**src/scoreboard_defines.svh**
```systemverilog
`ifndef SCOREBOARD_DEFINES_SVH
`define SCOREBOARD_DEFINES_SVH

// datapath and register file sizes
`define SB_DATA_WIDTH 32
`define SB_REG_ELS 32
`define SB_REG_ADDR_WIDTH 5
`define SB_IMM_WIDTH 12

// tile coordinates
`define SB_X_CORD_WIDTH 6
`define SB_Y_CORD_WIDTH 5

// remote field sits above y, x and local addr in the group address map
`define SB_REMOTE_WIDTH 3
`define SB_GROUP_ADDR_WIDTH 18

// dmem overflow window inside the local address field
`define SB_OVF_LO 18'h00100
`define SB_OVF_HI 18'h0FCFF

`endif

```
**src/manycore_addr_pkg.sv**
```systemverilog
`include "scoreboard_defines.svh"

package manycore_addr_pkg;

  typedef logic [`SB_X_CORD_WIDTH-1:0] x_cord_t;
  typedef logic [`SB_Y_CORD_WIDTH-1:0] y_cord_t;
  typedef logic [`SB_GROUP_ADDR_WIDTH-1:0] group_addr_t;
  typedef logic [`SB_REMOTE_WIDTH-1:0] remote_t;

  // 32-bit address seen as a tile-group address
  typedef struct packed {
    remote_t     remote;
    y_cord_t     y_cord;
    x_cord_t     x_cord;
    group_addr_t addr;
  } tile_group_addr_s;

  // position of this tile relative to the group origin
  typedef struct packed {
    x_cord_t x;
    y_cord_t y;
  } tile_pos_s;

  // coordinate register select
  typedef logic [1:0] cfg_sel_t;

  localparam cfg_sel_t CFG_SEL_GLOBAL_X = 2'd0;
  localparam cfg_sel_t CFG_SEL_GLOBAL_Y = 2'd1;
  localparam cfg_sel_t CFG_SEL_ORIGIN_X = 2'd2;
  localparam cfg_sel_t CFG_SEL_ORIGIN_Y = 2'd3;

  typedef struct packed {
    logic     v;
    cfg_sel_t sel;
    x_cord_t  value;
  } coord_cfg_s;

endpackage

```
**src/vanilla_pipe_pkg.sv**
```systemverilog
`include "scoreboard_defines.svh"

package vanilla_pipe_pkg;

  typedef logic [`SB_DATA_WIDTH-1:0] data_t;
  typedef logic [`SB_REG_ADDR_WIDTH-1:0] reg_addr_t;
  typedef logic [`SB_IMM_WIDTH-1:0] imm_t;

  // decoded instruction sitting in decode
  typedef struct packed {
    logic      is_load;
    logic      is_amo;
    logic      is_idiv;
    logic      is_fdiv_fsqrt;
    logic      write_rd;
    logic      write_frd;
    reg_addr_t rd;
    data_t     rs1_val;
    imm_t      imm;
  } issue_s;

  typedef struct packed {
    logic      v;
    reg_addr_t id;
  } sb_clear_s;

  // integer scoreboard entry
  typedef struct packed {
    logic idiv;
    logic remote_dram_load;
    logic remote_dram_amo;
    logic remote_dmem_overflow_load;
    logic remote_global_load;
    logic remote_group_load;
    logic remote_group_amo;
  } isb_info_s;

  // float scoreboard entry
  typedef struct packed {
    logic fdiv_fsqrt;
    logic remote_dram_load;
    logic remote_global_load;
    logic remote_group_load;
    logic remote_dmem_overflow_load;
  } fsb_info_s;

  // bits an issue would set, laid out like the entries
  typedef struct packed {
    isb_info_s isb;
    fsb_info_s fsb;
  } remote_class_s;

endpackage
```
**src/remote_addr_classifier.sv**
```systemverilog
`include "scoreboard_defines.svh"

module remote_addr_classifier (
  input  vanilla_pipe_pkg::issue_s         issue_i,
  input  manycore_addr_pkg::tile_pos_s     tile_pos_i,
  output vanilla_pipe_pkg::remote_class_s  class_o
);
  import manycore_addr_pkg::*;
  import vanilla_pipe_pkg::*;

  data_t            eff_addr;
  tile_group_addr_s group_addr;
  logic             is_int_load;
  logic             is_fp_load;
  logic             in_dram;
  logic             in_global;
  logic             in_group;
  logic             is_my_tile;
  logic             in_ovf_window;

  assign is_int_load = issue_i.is_load & issue_i.write_rd;
  assign is_fp_load  = issue_i.is_load & issue_i.write_frd;

  // rs1 + sign-extended offset
  assign eff_addr = issue_i.rs1_val
                  + {{(`SB_DATA_WIDTH-`SB_IMM_WIDTH){issue_i.imm[`SB_IMM_WIDTH-1]}},
                     issue_i.imm};
  assign group_addr = eff_addr;

  // address space decode
  assign in_dram   = eff_addr[`SB_DATA_WIDTH-1];
  assign in_global = (eff_addr[`SB_DATA_WIDTH-1 -: 2] == 2'b01);
  assign in_group  = (group_addr.remote == 3'b001);

  assign is_my_tile = (group_addr.x_cord == tile_pos_i.x)
                    & (group_addr.y_cord == tile_pos_i.y);

  assign in_ovf_window = (group_addr.addr >= `SB_OVF_LO)
                       & (group_addr.addr <= `SB_OVF_HI);

  // integer side
  assign class_o.isb.idiv             = issue_i.is_idiv;
  assign class_o.isb.remote_dram_load = is_int_load & in_dram;
  assign class_o.isb.remote_dram_amo  = issue_i.is_amo & in_dram;

  // an amo anywhere in global space waits like a global load
  assign class_o.isb.remote_global_load = (is_int_load | issue_i.is_amo) & in_global;

  // amo to own tile still goes out through the network
  assign class_o.isb.remote_group_load = (is_int_load | issue_i.is_amo) & in_group
                                       & (~is_my_tile | issue_i.is_amo);
  assign class_o.isb.remote_group_amo  = issue_i.is_amo & in_group;

  assign class_o.isb.remote_dmem_overflow_load = is_int_load & in_group & is_my_tile
                                               & in_ovf_window;

  // float side
  assign class_o.fsb.fdiv_fsqrt         = issue_i.is_fdiv_fsqrt;
  assign class_o.fsb.remote_dram_load   = is_fp_load & in_dram;
  assign class_o.fsb.remote_global_load = is_fp_load & in_global;
  assign class_o.fsb.remote_group_load  = is_fp_load & in_group & ~is_my_tile;

  assign class_o.fsb.remote_dmem_overflow_load = is_fp_load & in_group & is_my_tile
                                               & in_ovf_window;

endmodule

```
**src/scoreboard_top.sv**
```systemverilog
`include "scoreboard_defines.svh"

module scoreboard_top (
  input  logic                                          clk_i,
  input  logic                                          reset_i,
  input  manycore_addr_pkg::coord_cfg_s                 cfg_i,
  input  vanilla_pipe_pkg::issue_s                      issue_i,
  input  logic                                          issue_v_i,
  input  logic                                          stall_i,
  input  logic                                          flush_i,
  input  vanilla_pipe_pkg::sb_clear_s                   int_clear_i,
  input  vanilla_pipe_pkg::sb_clear_s                   float_clear_i,
  output vanilla_pipe_pkg::isb_info_s [`SB_REG_ELS-1:0] int_sb_o,
  output vanilla_pipe_pkg::fsb_info_s [`SB_REG_ELS-1:0] float_sb_o
);
  import manycore_addr_pkg::*;
  import vanilla_pipe_pkg::*;

  tile_pos_s     tile_pos;
  remote_class_s issue_class;

  tile_coord_cfg u_coord_cfg (
    .clk_i      (clk_i),
    .reset_i    (reset_i),
    .cfg_i      (cfg_i),
    .tile_pos_o (tile_pos)
  );

  remote_addr_classifier u_classifier (
    .issue_i    (issue_i),
    .tile_pos_i (tile_pos),
    .class_o    (issue_class)
  );

  scoreboard_tracker u_tracker (
    .clk_i         (clk_i),
    .reset_i       (reset_i),
    .issue_v_i     (issue_v_i),
    .stall_i       (stall_i),
    .flush_i       (flush_i),
    .rd_i          (issue_i.rd),
    .class_i       (issue_class),
    .int_clear_i   (int_clear_i),
    .float_clear_i (float_clear_i),
    .int_sb_o      (int_sb_o),
    .float_sb_o    (float_sb_o)
  );

endmodule

```
**src/scoreboard_tracker.sv**
```systemverilog
`include "scoreboard_defines.svh"

module scoreboard_tracker (
  input  logic                                          clk_i,
  input  logic                                          reset_i,
  input  logic                                          issue_v_i,
  input  logic                                          stall_i,
  input  logic                                          flush_i,
  input  vanilla_pipe_pkg::reg_addr_t                   rd_i,
  input  vanilla_pipe_pkg::remote_class_s               class_i,
  input  vanilla_pipe_pkg::sb_clear_s                   int_clear_i,
  input  vanilla_pipe_pkg::sb_clear_s                   float_clear_i,
  output vanilla_pipe_pkg::isb_info_s [`SB_REG_ELS-1:0] int_sb_o,
  output vanilla_pipe_pkg::fsb_info_s [`SB_REG_ELS-1:0] float_sb_o
);
  import vanilla_pipe_pkg::*;

  isb_info_s [`SB_REG_ELS-1:0] int_sb_r;
  isb_info_s [`SB_REG_ELS-1:0] int_sb_n;
  fsb_info_s [`SB_REG_ELS-1:0] float_sb_r;
  fsb_info_s [`SB_REG_ELS-1:0] float_sb_n;
  logic                        issue_fire;

  // issue only counts when decode actually advances
  assign issue_fire = issue_v_i & ~stall_i & ~flush_i;

  always_comb begin
    int_sb_n   = int_sb_r;
    float_sb_n = float_sb_r;
    for (int i = 0; i < `SB_REG_ELS; i++) begin
      // clear drops the whole entry
      if (int_clear_i.v && (int_clear_i.id == reg_addr_t'(i))) begin
        int_sb_n[i] = '0;
      end
      if (float_clear_i.v && (float_clear_i.id == reg_addr_t'(i))) begin
        float_sb_n[i] = '0;
      end
      // set applied last so it beats a same-cycle clear
      if (issue_fire && (rd_i == reg_addr_t'(i))) begin
        int_sb_n[i]   = int_sb_n[i] | class_i.isb;
        float_sb_n[i] = float_sb_n[i] | class_i.fsb;
      end
    end
  end

  always_ff @(posedge clk_i) begin
    if (reset_i) begin
      int_sb_r   <= '0;
      float_sb_r <= '0;
    end else begin
      int_sb_r   <= int_sb_n;
      float_sb_r <= float_sb_n;
    end
  end

  assign int_sb_o   = int_sb_r;
  assign float_sb_o = float_sb_r;

endmodule

```
**src/tile_coord_cfg.sv**
```systemverilog
`include "scoreboard_defines.svh"

module tile_coord_cfg (
  input  logic                         clk_i,
  input  logic                         reset_i,
  input  manycore_addr_pkg::coord_cfg_s cfg_i,
  output manycore_addr_pkg::tile_pos_s  tile_pos_o
);
  import manycore_addr_pkg::*;

  x_cord_t global_x_r;
  y_cord_t global_y_r;
  x_cord_t origin_x_r;
  y_cord_t origin_y_r;

  always_ff @(posedge clk_i) begin
    if (reset_i) begin
      global_x_r <= '0;
      global_y_r <= '0;
      origin_x_r <= '0;
      origin_y_r <= '0;
    end else if (cfg_i.v) begin
      case (cfg_i.sel)
        CFG_SEL_GLOBAL_X: global_x_r <= cfg_i.value;
        CFG_SEL_GLOBAL_Y: global_y_r <= cfg_i.value[`SB_Y_CORD_WIDTH-1:0];
        CFG_SEL_ORIGIN_X: origin_x_r <= cfg_i.value;
        default:          origin_y_r <= cfg_i.value[`SB_Y_CORD_WIDTH-1:0];
      endcase
    end
  end

  // relative position wraps at the field width
  assign tile_pos_o.x = global_x_r - origin_x_r;
  assign tile_pos_o.y = global_y_r - origin_y_r;

endmodule

```
**config.mk**
```make
export PLATFORM = sky130hd
export DESIGN_NAME = scoreboard_top
export DESIGN_NICKNAME = d
export VERILOG_FILES = /design/src/manycore_addr_pkg.sv /design/src/vanilla_pipe_pkg.sv /design/src/remote_addr_classifier.sv /design/src/scoreboard_top.sv /design/src/scoreboard_tracker.sv /design/src/tile_coord_cfg.sv
export VERILOG_INCLUDE_DIRS = /design/src
export SDC_FILE = /design/constraint.sdc
export NUM_CORES = 1
export LEC_CHECK = 0
export ABC_CLOCK_PERIOD_IN_PS = 4600
export BUFFER_PORTS_ARGS = -buffer_cell sky130_fd_sc_hd__buf_2
export CAP_MARGIN = 20
export CORE_MARGIN = 2
export CORE_UTILIZATION = 53
export DETAILED_ROUTE_END_ITERATION = 10
export PLACE_DENSITY = 0.81
export SETUP_SLACK_MARGIN = 0.3
export SLEW_MARGIN = 20
export SYNTH_ARGS = -nofsm -noshare
export SYNTH_HDL_FRONTEND = slang
export SYNTH_SLANG_ARGS = --single-unit
```
**constraint.sdc**
```tcl
create_clock -name clk_i -period 4.6 [get_ports clk_i]
set_input_delay 0.69 -clock clk_i [delete_from_list [all_inputs] [get_ports clk_i]]
set_output_delay 0.69 -clock clk_i [all_outputs]
set_load 0.1 [all_outputs]
```
After elaboration in Yosys (flattened, before gate mapping)
Index checks and enable logic that the tools add are counted.

word-level totals
  register bits after elaboration = 406
  bits of input ports = 81
  output and inout bits = 384
  logic and storage cells = 816

cells by class
  $add $sub $neg = 3
  magnitude comparators = 2
  equality and inequality tests = 99
  mux-type cells = 128
  bitwise gates (word level) = 91
  reduce and logical (&&, ||, !) cells = 105

operators with widths
  kind                  count
  $mux 7                64
  $mux 5                64
  $eq 5x5->1 const B    48
  $or 7x7->7            32
  $or 5x5->5            32
  $eq 5x4->1 const B    24
  $logic_and 1x1->1     96
  $eq 5x3->1 const B    12
  $add 32x32->32        1
  $eq 5x2->1 const B    6
  $and 1x1->1           21
  $ge 18x9->1 const B   1
  $le 18x16->1 const B  1
  $eq 5x1->1 const B    3
  $logic_not 5->1       3
  $reduce_and 2->1      4
  $eq 6x6->1            1
  $sub 6x6->6           1
  $eq 5x5->1            1
  $sub 5x5->5           1
  $eq 2x1->1 const B    2
  $not 1->1             4
  $eq 3x1->1 const B    1
  $reduce_or 3->1       1
  other kinds (3)       4

Longest topological paths before layout
Gate-level depths: netlist of run 1.

  depth in word-level cells = 8
  mapped depth = 15
  gate-level depth less buffers = 13

Modules after synthesis
A second synthesis of run 1 with hierarchy kept.

unflattened totals
  cell total of the unflattened synthesis = 1410
  area total of the unflattened synthesis = 15434.8 um^2

by module, submodules not included
  module                  times used  cells each  area each (um^2)
  scoreboard_tracker      1           990         12200.5
  remote_addr_classifier  1           297         2067.0
  tile_coord_cfg          1           123         1167.4

Worst setup path before layout of run 1
OpenSTA, ideal clock, no wires.

  path kind = in2reg
  from = input port issue_i[0] (netlist name)
  to = register u_tracker.float_sb_r (netlist bit u_tracker.float_sb_o[120])
  library setup time = 69 ps
  arrival = 3459 ps
  path slack = 1072 ps
  cell stages on the path = 14
  buffers on the path = 1
  cell sequence = ha_1 inv_1 fa_1 nand2b_1 a21oi_1 o31ai_1 o21ai_0 a41oi_1 xnor2_1 a41o_1 or4_1 nand4bb_1 buf_2 o21ai_1

between the ends
  word-level cells in the longest chain between the ends = 7
  elaborated cells on any way between the ends = 13
  classes of those cells = 1 x add/sub; 2 x order compare; 3 x eq/ne; 1 x mux; 6 x bitwise

ends and longest elaborated chain
  element                                              line                          text
  start, declared                                      scoreboard_top.sv:7           input vanilla_pipe_pkg::issue_s issue_i,
  $add 32x32->32 *                                     remote_addr_classifier.sv:25  assign eff_addr = issue_i.rs1_val
  branches (longest 3 deep; another with $ge 18x9->1)  -
  $and 1x1->1 *                                        remote_addr_classifier.sv:64  & in_ovf_window;
  $or 5x5->5 *                                         scoreboard_tracker.sv:41      float_sb_n[i] = float_sb_n[i] | class_i.fsb;
  $mux 5 *                                             scoreboard_tracker.sv:39      if (issue_fire && (rd_i == reg_addr_t'(i))) begin
  end signal, assigned                                 scoreboard_tracker.sv:52      float_sb_r <= float_sb_n;
  end, declared                                        scoreboard_tracker.sv:20      fsb_info_s [`SB_REG_ELS-1:0] float_sb_r;

Every way passes the cells marked *.
A chain may end at the register's enable or synchronous reset.

Worst setup path in the final report of run 1
  from = input port issue_i[11] (netlist name)
  to = register u_tracker.float_sb_r (netlist bit u_tracker.float_sb_o[21])

between the ends
  word-level cells in the longest chain between the ends = 7
  elaborated cells on any way between the ends = 10
  classes of those cells = 1 x add/sub; 3 x eq/ne; 1 x mux; 5 x bitwise

ends and longest elaborated chain
  element                                          line                                                        text
  $add 32x32->32 *                                 remote_addr_classifier.sv:25
  $eq 6x6->1 / $eq 5x5->1 (equally long branches)  remote_addr_classifier.sv:35, remote_addr_classifier.sv:36
  $and 1x1->1                                      remote_addr_classifier.sv:36                                & (group_addr.y_cord == tile_pos_i.y);
  $not 1->1                                        remote_addr_classifier.sv:61                                assign class_o.fsb.remote_group_load = is_fp_load & in_group & ~is_my_tile;
  $and 1x1->1 *                                    remote_addr_classifier.sv:61
  $or 5x5->5 *                                     scoreboard_tracker.sv:41
  $mux 5 *                                         scoreboard_tracker.sv:39

Mark *: on every way between the ends. The rest lies on a longest branch, timed or not.

==> flow_summary_export.csv, run 1 <==
group,metric,value,unit
status,status,"finished clean",
synthesis,yosysTopAreaCell,"dfxtp_1",
synthesis,synth_top_area_frac,0.483,
min_path,holdPathEnd,"u_tracker.int_sb_o[127]",
synthesis,ys_ff_latch,406,
cts,cts_root_buf,"clkbuf_16",
power,ir_drop,308,uV
global_route,grt_max_degree,167,
floorplan,dieHeight,182,um
cts,cts_tree,"yes",
worst_setup_path,cpMaxStageDelayCell,"a221oi_1",
global_route,grt_pass1_vias,16800,
synthesis,yosys-top-cells-count,"dfxtp_1, nor2_1, nand2_1",
min_path,hold-path-cell-count,2,
worst_setup_path,reg2regPathDepth,11,
synthesis,synthTopCellsByArea,"dfxtp_1, a22oi_1, nor2_1, nand2_1, a21oi_1",
cts,cts_htree_levels,2,
synthesis,synth.most_common_cell,"dfxtp_1",
worst_setup_path,worstPathRequired,5060,ps
place,portBuffers,464,
worst_setup_path,worstSetupStartpointType,"primary input",
floorplan,die_area,33200,um2
cts,clock_latency,540,ps
sta,setup_viol,0,
global_route,grt.total_usage,0.378,
place,dp_hpwl,46.8,mm
cts,cts.path.max_buffers,3,
global_route,grt_pass1_wl,98.0,mm
cells_and_area,n_fill_cell,2630,
sta,slew_viol_final,0,
cts,cts_resized,0,
cts,cts_sinks,406,
cells_and_area,nets,2523,
sta,relSlewSlack,0.264,
route,vias,17600,
sta,report.final.hold_viol_count,0,
floorplan,die_w,182,um
cts,hold_buffers,0,
synthesis,ys_seq_area_frac,0.483,
floorplan,start_util,0.536,
cts,clkTransAtPathRegs,60,ps
route,wl_per_cell,23.1,um
cells_and_area,syn2layout_area_growth,23.9,%
power,p_leak,0.00893,uW
worst_setup_path,critPathMaxStageDelay,410,ps
route,vias_per_cell,6.21,
route,dr.pass1.iters,7,
synthesis,synth_edf_count,0,
floorplan,top_level_ports,465,
sta,fmax,255,MHz
route,dr_wl_met3,7.20,mm
worst_setup_path,crit_arrival,4380,ps
route,drt-met1-wl,24.1,mm
worst_setup_path,path_cells,"buf_2 > ha_1 > and2_1 > a221oi_1 > o21bai_1 > a31o_1 > nand4_1 > nand3_1 > xnor2_1 > nor3b_4 > buf_12 > buf_12 > nand4_1 > a21oi_1",
cts,cts_buffers,41,
worst_setup_path,critPathTopFamily,"compound AO/OA/AOI/OAI gates",
route,wl,65.4,mm
cells_and_area,drive_gt1_frac,0.237,
synthesis,synth_area,16800,um2
route,wl_met2,29.9,mm
route,drc,0,
worst_setup_path,endpoint_kind,"register",
worst_setup_path,path_buf_inv,3,
synthesis,syn_avg_cell_area,8.44,um2
synthesis,ys.flop_type,"dfxtp_1",
worst_setup_path,path_class,"primary input to register",
min_path,worstHoldPathType,"register to register",
route,routed.top_layer,"met4",
place,place_congestion,0.979,
synthesis,synth.yosys.warnings,0,
worst_setup_path,rr_startpoint,"u_coord_cfg.global_x_r[0]",
sta,setup_tns,0,ps
worst_setup_path,r2r-end,"u_tracker.float_sb_o[0]",
synthesis,syn_inst,1995,
synthesis,synth_cell_types,59,
cts,cts_setup_buffers,0,
global_route,antenna_found_initial,5,
worst_setup_path,critPathMaxFanout,50,
worst_setup_path,r2r_setup_slack,1430,ps
power,p_per_area,370,nW/um2
route,final_antenna_net_count,0,
sta,worstMarginPinSlew,1100,ps
sta,skew,27.7,ps
route,first_iter_violations,1805,
sta,grt_setup_unrepaired,"no",
sta,layout_min_cycle_time,3930,ps
global_route,grt.overflow.total,0,
sta,final.period_utilization,0.854,
min_path,hold_start,"u_tracker.int_sb_o[127]",
flow_run,cap_viol_max_count,0,
synthesis,synth_nets,2119,
power,finalPower,7730,uW
floorplan,rows,65,
synthesis,ys_async_sr_fraction,0,
floorplan,core,31400,um2
## power by group
| part | total (uW) | internal (uW) | switching [uW] |
|---|---|---|---|
| Clock | 3370 | 1970 | 1400 |
| Sequential | 3530 | 3520 | 5.79 |
| Combinational | 833 | 255 | 578 |
## stage by stage
stage / cell area [um2] / hold slack [ps] / util / cells / setup slack, ps
after CTS: 20900 / 446 / 0.664 / 2831 / 739
after global placement: 19500 / 431 / 0.620 / 2758 / 362
final: 20900 / 448 / 0.665 / 2836 / 673
after global routing: 20900 / 463 / 0.665 / 2836 / 371
after floorplan: 16800 / 463 / - / 1995 / 1070
after detailed placement: 19500 / 438 / 0.620 / 2758 / 226
## worst max path at each step
| stage | startpoint | end | slack [ps] | depth (start not counted) |
|---|---|---|---|---|
| after floorplan | issue_i[0] | u_tracker.float_sb_o[120] | 1070 | 14 |
| after global placement | issue_i[11] | u_tracker.int_sb_o[92] | 360 | 15 |
| after detailed placement | issue_i[11] | u_tracker.int_sb_o[120] | 230 | 14 |
| after CTS | issue_i[11] | u_tracker.float_sb_o[21] | 740 | 14 |
| after global routing | issue_i[11] | u_tracker.float_sb_o[21] | 370 | 14 |
| final | issue_i[11] | u_tracker.float_sb_o[21] | 670 | 14 |
## logic make-up after synthesis
family / after synthesis / share of synthesized area
buffers and inverters: 149 / 0.0353
AO/OA/AOI/OAI: 529 / 0.208
AND/OR/NAND/NOR: 805 / 0.206
flip-flops: 406 / 0.483
multiplexers: 21 / 0.0125
XOR/XNOR: 42 / 0.0218
adder cells (fa/ha/maj): 43 / 0.0333
## layer usage
| metal | GRT usage | up-vias |
|---|---|---|
| li1 | - | 7841 |
| met1 | 0.449 | 8389 |
| met2 | 0.619 | 1142 |
| met3 | 0.0976 | 245 |
| met4 | 0.225 | 0 |
| met5 | 0 | - |
## state kept, by name (all words and copies together) (netlist names)
name                    cells
u_tracker.int_sb_o        224
u_coord_cfg.origin_x_r      6
u_tracker.float_sb_o      160
u_coord_cfg.origin_y_r      5
u_coord_cfg.global_y_r      5
u_coord_cfg.global_x_r      6
## worst reg2reg max path, cell delays in order, from the launching register on
cell and delay, ps:
dfxtp_1 310, inv_1 50, ha_1 170, inv_1 90
fa_1 440, xor2_1 300, or3b_1 440, a2111oi_4 320
nand4_2 190, nand4bb_1 240, buf_4 290, o21ai_0 250
## cell usage in the layout, fill, tap and decap left out, types with 23 or more instances in the layout
cell / n
a22oi_1: 224
a32oi_1: 32
nor2_1: 384
clkbuf_16: 43
a21oi_1: 103
buf_2: 463
nand3b_1: 35
o21ai_1: 97
xnor2_1: 30
ha_1: 40
nand2_1: 263
nand4_1: 41
dfxtp_1: 406
o21ai_0: 23
## area by class of cell
class	count	area, um2	share of cell area
multi-input combinational	1440	8150	0.391
sequential	406	8130	0.390
timing repair buffer	492	2630	0.126
clock buffer	64	1270	0.0611
tap	402	503	0.0241
clock inverter	9	100	0.00480
inverter	18	67.6	0.00324
antenna	5	12.5	0.000600
Note: power is estimated with default switching activity, not from simulation.
==> run 2, diff against run 1 <==
--- a/config.mk
+++ b/config.mk
@@ -6,13 +6,13 @@
 export SDC_FILE = /design/constraint.sdc
 export NUM_CORES = 1
 export LEC_CHECK = 0
-export ABC_CLOCK_PERIOD_IN_PS = 4600
+export ABC_CLOCK_PERIOD_IN_PS = 3500
 export BUFFER_PORTS_ARGS = -buffer_cell sky130_fd_sc_hd__buf_2
 export CAP_MARGIN = 20
 export CORE_MARGIN = 2
-export CORE_UTILIZATION = 53
+export CORE_UTILIZATION = 47
 export DETAILED_ROUTE_END_ITERATION = 10
-export PLACE_DENSITY = 0.81
+export PLACE_DENSITY = 0.76
 export SETUP_SLACK_MARGIN = 0.3
 export SLEW_MARGIN = 20
 export SYNTH_ARGS = -nofsm -noshare
==> constraint.sdc (replaced) <==
create_clock -name clk_i -period 3.5 [get_ports clk_i]
set_input_delay 0.525 -clock clk_i [delete_from_list [all_inputs] [get_ports clk_i]]
set_output_delay 0.525 -clock clk_i [all_outputs]
set_load 0.1 [all_outputs]
==> run 2 against run 1 <==
Compared with the run above: final cell count up 5.9%; total power is 34% higher; critical path type unchanged; flip-flop and latch count stayed put; global-route usage shrank 3.8 points; non-clock buffer count increased by 110; clock power increased by 30%.
==> flow_summary_export.csv, run 2 (synthesized netlist as in run 1, its figures left out) <==
group,metric,value,unit
sta,slew_viol_final,0,
worst_setup_path,critPathMaxStageDelay,330,ps
sta,fmax,326,MHz
floorplan,die_w,193,um
cts,cts_root_buf,"clkbuf_16",
worst_setup_path,r2r-end,"u_tracker.int_sb_o[10]",
global_route,grt_max_degree,143,
route,dr.pass1.iters,6,
cts,cts_buffers,42,
worst_setup_path,reg2regPathDepth,14,
power,p_leak,0.00955,uW
flow_run,cap_viol_max_count,0,
route,first_iter_violations,1799,
global_route,grt_pass1_wl,99.4,mm
worst_setup_path,path_buf_inv,6,
sta,report.final.hold_viol_count,0,
cts,cts_htree_levels,2,
worst_setup_path,critPathMaxFanout,22,
cells_and_area,syn2layout_area_growth,31.7,%
cells_and_area,final_cell_mix,"buf_2, dfxtp_1, nor2_1",
worst_setup_path,endpoint_kind,"register",
sta,setup_viol,0,
worst_setup_path,cp.depth,17,
worst_setup_path,path_cells,"buf_4 > buf_4 > ha_2 > a21oi_1 > o21ai_0 > o21bai_1 > a31o_1 > buf_4 > nand4_1 > nand3_1 > xnor2_2 > nor3b_4 > buf_12 > buf_12 > nand4bb_4 > buf_12 > o21ai_0",
floorplan,start_util,0.476,
floorplan,top_level_ports,465,
worst_setup_path,r2r_setup_slack,490,ps
sta,relSlewSlack,0.351,
route,vias_per_cell,5.90,
place,portBuffers,464,
sta,grt_setup_unrepaired,"yes",
cells_and_area,nets,2634,
power,p_per_area,468,nW/um2
route,wl,66.9,mm
route,vias,17700,
worst_setup_path,worstPathRequired,3990,ps
place,place_congestion,0.903,
cts,clock_latency,570,ps
status,status,"finished clean",
sta,setup_tns,0,ps
worst_setup_path,rr_startpoint,"u_coord_cfg.global_x_r[0]",
floorplan,die_area,37400,um2
cts,clkTransAtPathRegs,60,ps
worst_setup_path,crit_arrival,3560,ps
cells_and_area,n_fill_cell,3023,
cts,cts_sinks,406,
cts,cts_tree,"yes",
floorplan,dieHeight,193,um
floorplan,core,35400,um2
min_path,worstHoldPathType,"primary input to register",
power,ir_drop,435,uV
global_route,grt.total_usage,0.340,
sta,layout_min_cycle_time,3070,ps
cells_and_area,layout_commonest_cell,"buf_2",
cts,cts.path.max_buffers,3,
worst_setup_path,critPathTopFamily,"compound AO/OA/AOI/OAI gates",
sta,final.period_utilization,0.878,
route,final_antenna_net_count,0,
cts,hold_buffers,0,
global_route,antenna_found_initial,3,
worst_setup_path,path_class,"primary input to register",
cells_and_area,largest_reg_flops,224,
sta,skew,18.3,ps
cells_and_area,final_core_util,0.627,
worst_setup_path,cpMaxStageDelayCell,"ha_2",
cells_and_area,drive_gt1_frac,0.287,
floorplan,rows,69,
min_path,hold-path-cell-count,3,
place,dp_hpwl,49.6,mm
worst_setup_path,worstSetupStartpointType,"primary input",
global_route,grt.overflow.total,0,
route,drc,0,
route,wl_per_cell,22.3,um
min_path,hold_start,"cfg_i[5]",
sta,worstMarginPinSlew,973,ps
min_path,holdPathEnd,"u_coord_cfg.origin_x_r[5]",
global_route,grt_pass1_vias,16500,
## run 2: what timing repair did
action                     CTS  global route
resized for setup            1            44
setup endpoints to repair   22           217
buffers inserted             0             4
pin swaps                    0            12
## run 2: metal layers
| metal | wire, um | GRT usage |
|---|---|---|
| met5 | 13 | 0 |
| met4 | 3300 | 0.158 |
| met3 | 6270 | 0.0790 |
| met2 | 30600 | 0.548 |
| met1 | 26700 | 0.433 |
## run 2: power breakdown
part / leakage (uW) / switching [uW] / internal, uW
clock: 0.000640 / 1860 / 2540
sequential: 0.00327 / 7.79 / 4630
combinational: 0.00564 / 826 / 519
## run 2: layout make-up
| type | count | area [um2] | share of cell area |
|---|---|---|---|
| inverters | 18 | 67.6 | 0.00305 |
| multi-input cells | 1440 | 8520 | 0.384 |
| clock buffers | 64 | 1210 | 0.0548 |
| flip-flops and latches | 406 | 8130 | 0.366 |
| clock inverters | 9 | 104 | 0.00468 |
| diodes | 4 | 10.0 | 0.000451 |
| repair buffers | 602 | 3560 | 0.161 |
| well taps | 461 | 577 | 0.0260 |
## run 2: worst max-delay path by stage
stage | startpoint | to | slack (ps)
floorplan | issue_i[3] | u_tracker.int_sb_o[155] | 290
global placement | issue_i[3] | u_tracker.float_sb_o[0] | -240
detailed placement | issue_i[3] | u_tracker.int_sb_o[213] | -300
CTS | issue_i[0] | u_tracker.int_sb_o[171] | 300
global route | issue_i[20] | u_tracker.float_sb_o[106] | 270
finish | issue_i[11] | u_tracker.int_sb_o[10] | 430
## run 2: worst reg2reg max path, cell delays in order (launching register included)
cell,delay (ps)
dfxtp_1,300
inv_1,50
ha_1,170
inv_1,80
fa_2,480
xor2_2,210
nand2b_1,140
o21ai_0,150
a21oi_1,90
a2111oi_4,370
nand4_2,130
buf_4,180
nand4bb_4,240
buf_12,200
o21ai_0,150
## run 2: per-stage QoR
step           instance area, um2  std cells  hold slack (ps)  total power (uW)  setup WS, ps
2_1_floorplan               17100       1995              463              5480           293
3_3_place_gp                20600       2923              430              5980          -243
3_5_place_dp                20600       2923              437              5990          -304
4_1_cts                     21900       2996              204             10300           300
5_1_grt                     22200       3002              228             10700           269
6_report                    22200       3004              231             10400           428
==> run 3, diff against run 2 <==
--- a/config.mk
+++ b/config.mk
@@ -12,7 +12,7 @@
 export CORE_MARGIN = 2
 export CORE_UTILIZATION = 47
 export DETAILED_ROUTE_END_ITERATION = 10
-export PLACE_DENSITY = 0.76
+export PLACE_DENSITY = 0.79
 export SETUP_SLACK_MARGIN = 0.3
 export SLEW_MARGIN = 20
 export SYNTH_ARGS = -nofsm -noshare
==> run 3 against run 2 <==
Compared with the run above: maximum frequency down 3.1%; highest routed layer is now met4; critical endpoint is now u_tracker.float_sb_o[136]; via count increased by 0.92%; first-iteration DRC count rose by 9.9%; sequential power barely moved; sequential share of layout area increased by 0.34 points; utilization down 0.57 points; clock skew shrank 5.3 ps; clock-buffer cell count decreased by 1; non-clock buffer count shrank 13; worst hold slack hardly changed.
==> flow_summary_export.csv, run 3 (synthesized netlist as in run 1, its figures left out) <==
group,metric,value,unit
cts,cts_htree_levels,2,
cts,cts_sinks,406,
cells_and_area,nets,2621,
worst_setup_path,worstPathRequired,3980,ps
cells_and_area,layout_commonest_cell,"buf_2",
cells_and_area,multi_input_area,8450,um2
sta,worstMarginPinSlew,979,ps
cells_and_area,drive_gt1_frac,0.279,
sta,setup_viol,0,
floorplan,rows,69,
cells_and_area,register_area,8130,um2
route,vias,17900,
place,place_congestion,0.976,
place,dp_hpwl,48.7,mm
sta,setup_tns,0,ps
flow_run,cap_viol_max_count,0,
global_route,grt_pass1_vias,17200,
worst_setup_path,path_cells,"clkbuf_4 > buf_4 > buf_4 > buf_4 > ha_1 > nand3_1 > nor3_1 > a311oi_4 > xnor2_2 > nor3b_4 > buf_4 > buf_12 > buf_4 > nand4_1 > a21oi_1",
cells_and_area,largest_reg_flops,224,
cts,cts_buffers,42,
sta,grt_setup_unrepaired,"yes",
worst_setup_path,path_buf_inv,7,
worst_setup_path,cp-startpoint,"issue_i[11]",
route,wl,66.6,mm
global_route,grt.overflow.total,0,
worst_setup_path,worstSetupStartpointType,"primary input",
sta,final.period_utilization,0.906,
worst_setup_path,reg2regPathDepth,11,
global_route,grt_max_degree,179,
route,vias_per_cell,5.99,
power,p_leak,0.00947,uW
cts,hold_buffers,0,
sta,skew,13.0,ps
cts,cts_root_buf,"clkbuf_16",
worst_setup_path,cp.depth,15,
worst_setup_path,endpoint_kind,"register",
min_path,hold-path-cell-count,3,
worst_setup_path,critPathMaxStageDelay,450,ps
floorplan,core,35400,um2
min_path,hold_start,"cfg_i[5]",
cells_and_area,final_cell_mix,"buf_2, dfxtp_1, nor2_1",
place,portBuffers,464,
cts,clock_latency,570,ps
sta,slew_viol_final,0,
floorplan,dieHeight,193,um
route,dr.pass1.iters,7,
place,dp_slack,-310,ps
worst_setup_path,crit_arrival,3650,ps
route,drc,0,
floorplan,start_util,0.476,
floorplan,top_level_ports,465,
sta,layout_min_cycle_time,3170,ps
sta,report.final.hold_viol_count,0,
sta,fmax,315,MHz
sta,setup_ws,329,ps
power,ir_drop,349,uV
floorplan,die_area,37400,um2
global_route,antenna_found_initial,2,
route,final_antenna_net_count,0,
cells_and_area,syn2layout_area_growth,30.5,%
power,p_per_area,464,nW/um2
worst_setup_path,critPathMaxFanout,11,
cells_and_area,n_fill_cell,2987,
worst_setup_path,rr_startpoint,"u_coord_cfg.origin_x_r[0]",
cts,cts.path.max_buffers,3,
worst_setup_path,critPathTopFamily,"buffers and inverters",
sta,relSlewSlack,0.344,
route,wl_per_cell,22.3,um
route,first_iter_violations,1978,
status,status,"finished clean",
global_route,grt.total_usage,0.340,
cts,cts_tree,"yes",
global_route,grt_pass1_wl,99.8,mm
worst_setup_path,path_class,"primary input to register",
min_path,worstHoldPathType,"primary input to register",
worst_setup_path,cpMostUsedCell,"buf_4",
cts,clkTransAtPathRegs,60,ps
floorplan,die_w,193,um
worst_setup_path,cpMaxStageDelayCell,"ha_1",
## run 3: changes by cell type in the layout (fill, tap and decap cells not counted), sizes merged
| cell | change |
|---|---|
| buf | -15 |
| clkinvlp | -2 |
| bufinv | -2 |
| clkbuf | +1 |
| inv | +1 |
## run 3: path summary, 6_finish.rpt
check                              endpoint  slack [ps]
hold / removal    u_coord_cfg.origin_x_r[5]         230
setup reg to reg    u_tracker.int_sb_o[197]         400
hold reg to reg     u_tracker.int_sb_o[185]         450
setup / recovery  u_tracker.float_sb_o[136]         330
## run 3: timing repair
| item | in CTS | in global routing |
|---|---|---|
| gates cloned | 0 | 1 |
| endpoints found under the setup margin | 6 | 307 |
| resized for setup | 1 | 33 |
| pin swaps | 0 | 8 |
| setup buffers | 0 | 4 |
## run 3: per-layer routing
layer | track usage | up-vias | share of wire
met5 | 0 | - | 0
met3 | 0.0785 | 217 | 0.10
li1 | - | 8048 | -
met4 | 0.174 | 0 | 0.052
met1 | 0.434 | 8480 | 0.39
met2 | 0.541 | 1143 | 0.45
## run 3: cell type report
cell class	count	area share
Clock buffer	63	0.0556
Multi-Input combinational cell	1440	0.385
Tap cell	461	0.0262
Sequential cell	406	0.370
Inverter	18	0.00307
Antenna cell	4	0.000455
Clock inverter	6	0.00171
Timing Repair Buffer	589	0.159
## run 3: tightest hold or removal path, cell delays in order
cell,delay (ps)
buf_2,100
mux2i_1,70
nor2_1,80
## run 3: report_power, final
| part | switching (uW) | leakage, uW | internal [uW] |
|---|---|---|---|
| Sequential | 7.86 | 0.00327 | 4630 |
| Clock | 1840 | 0.000620 | 2400 |
| Combinational | 830 | 0.00558 | 498 |
## run 3: metrics by stage
step / utilization / hold WS (ps) / total power (uW) / cells / area, um2
CTS: 0.615 / 211 / 10100 / 2978 / 21800
global route: 0.621 / 235 / 10500 / 2984 / 22000
global placement: 0.579 / 429 / 5960 / 2909 / 20500
floorplan: - / 463 / 5480 / 1995 / 17100
detailed placement: 0.579 / 439 / 5980 / 2909 / 20500
finish: 0.621 / 230 / 10200 / 2987 / 22000
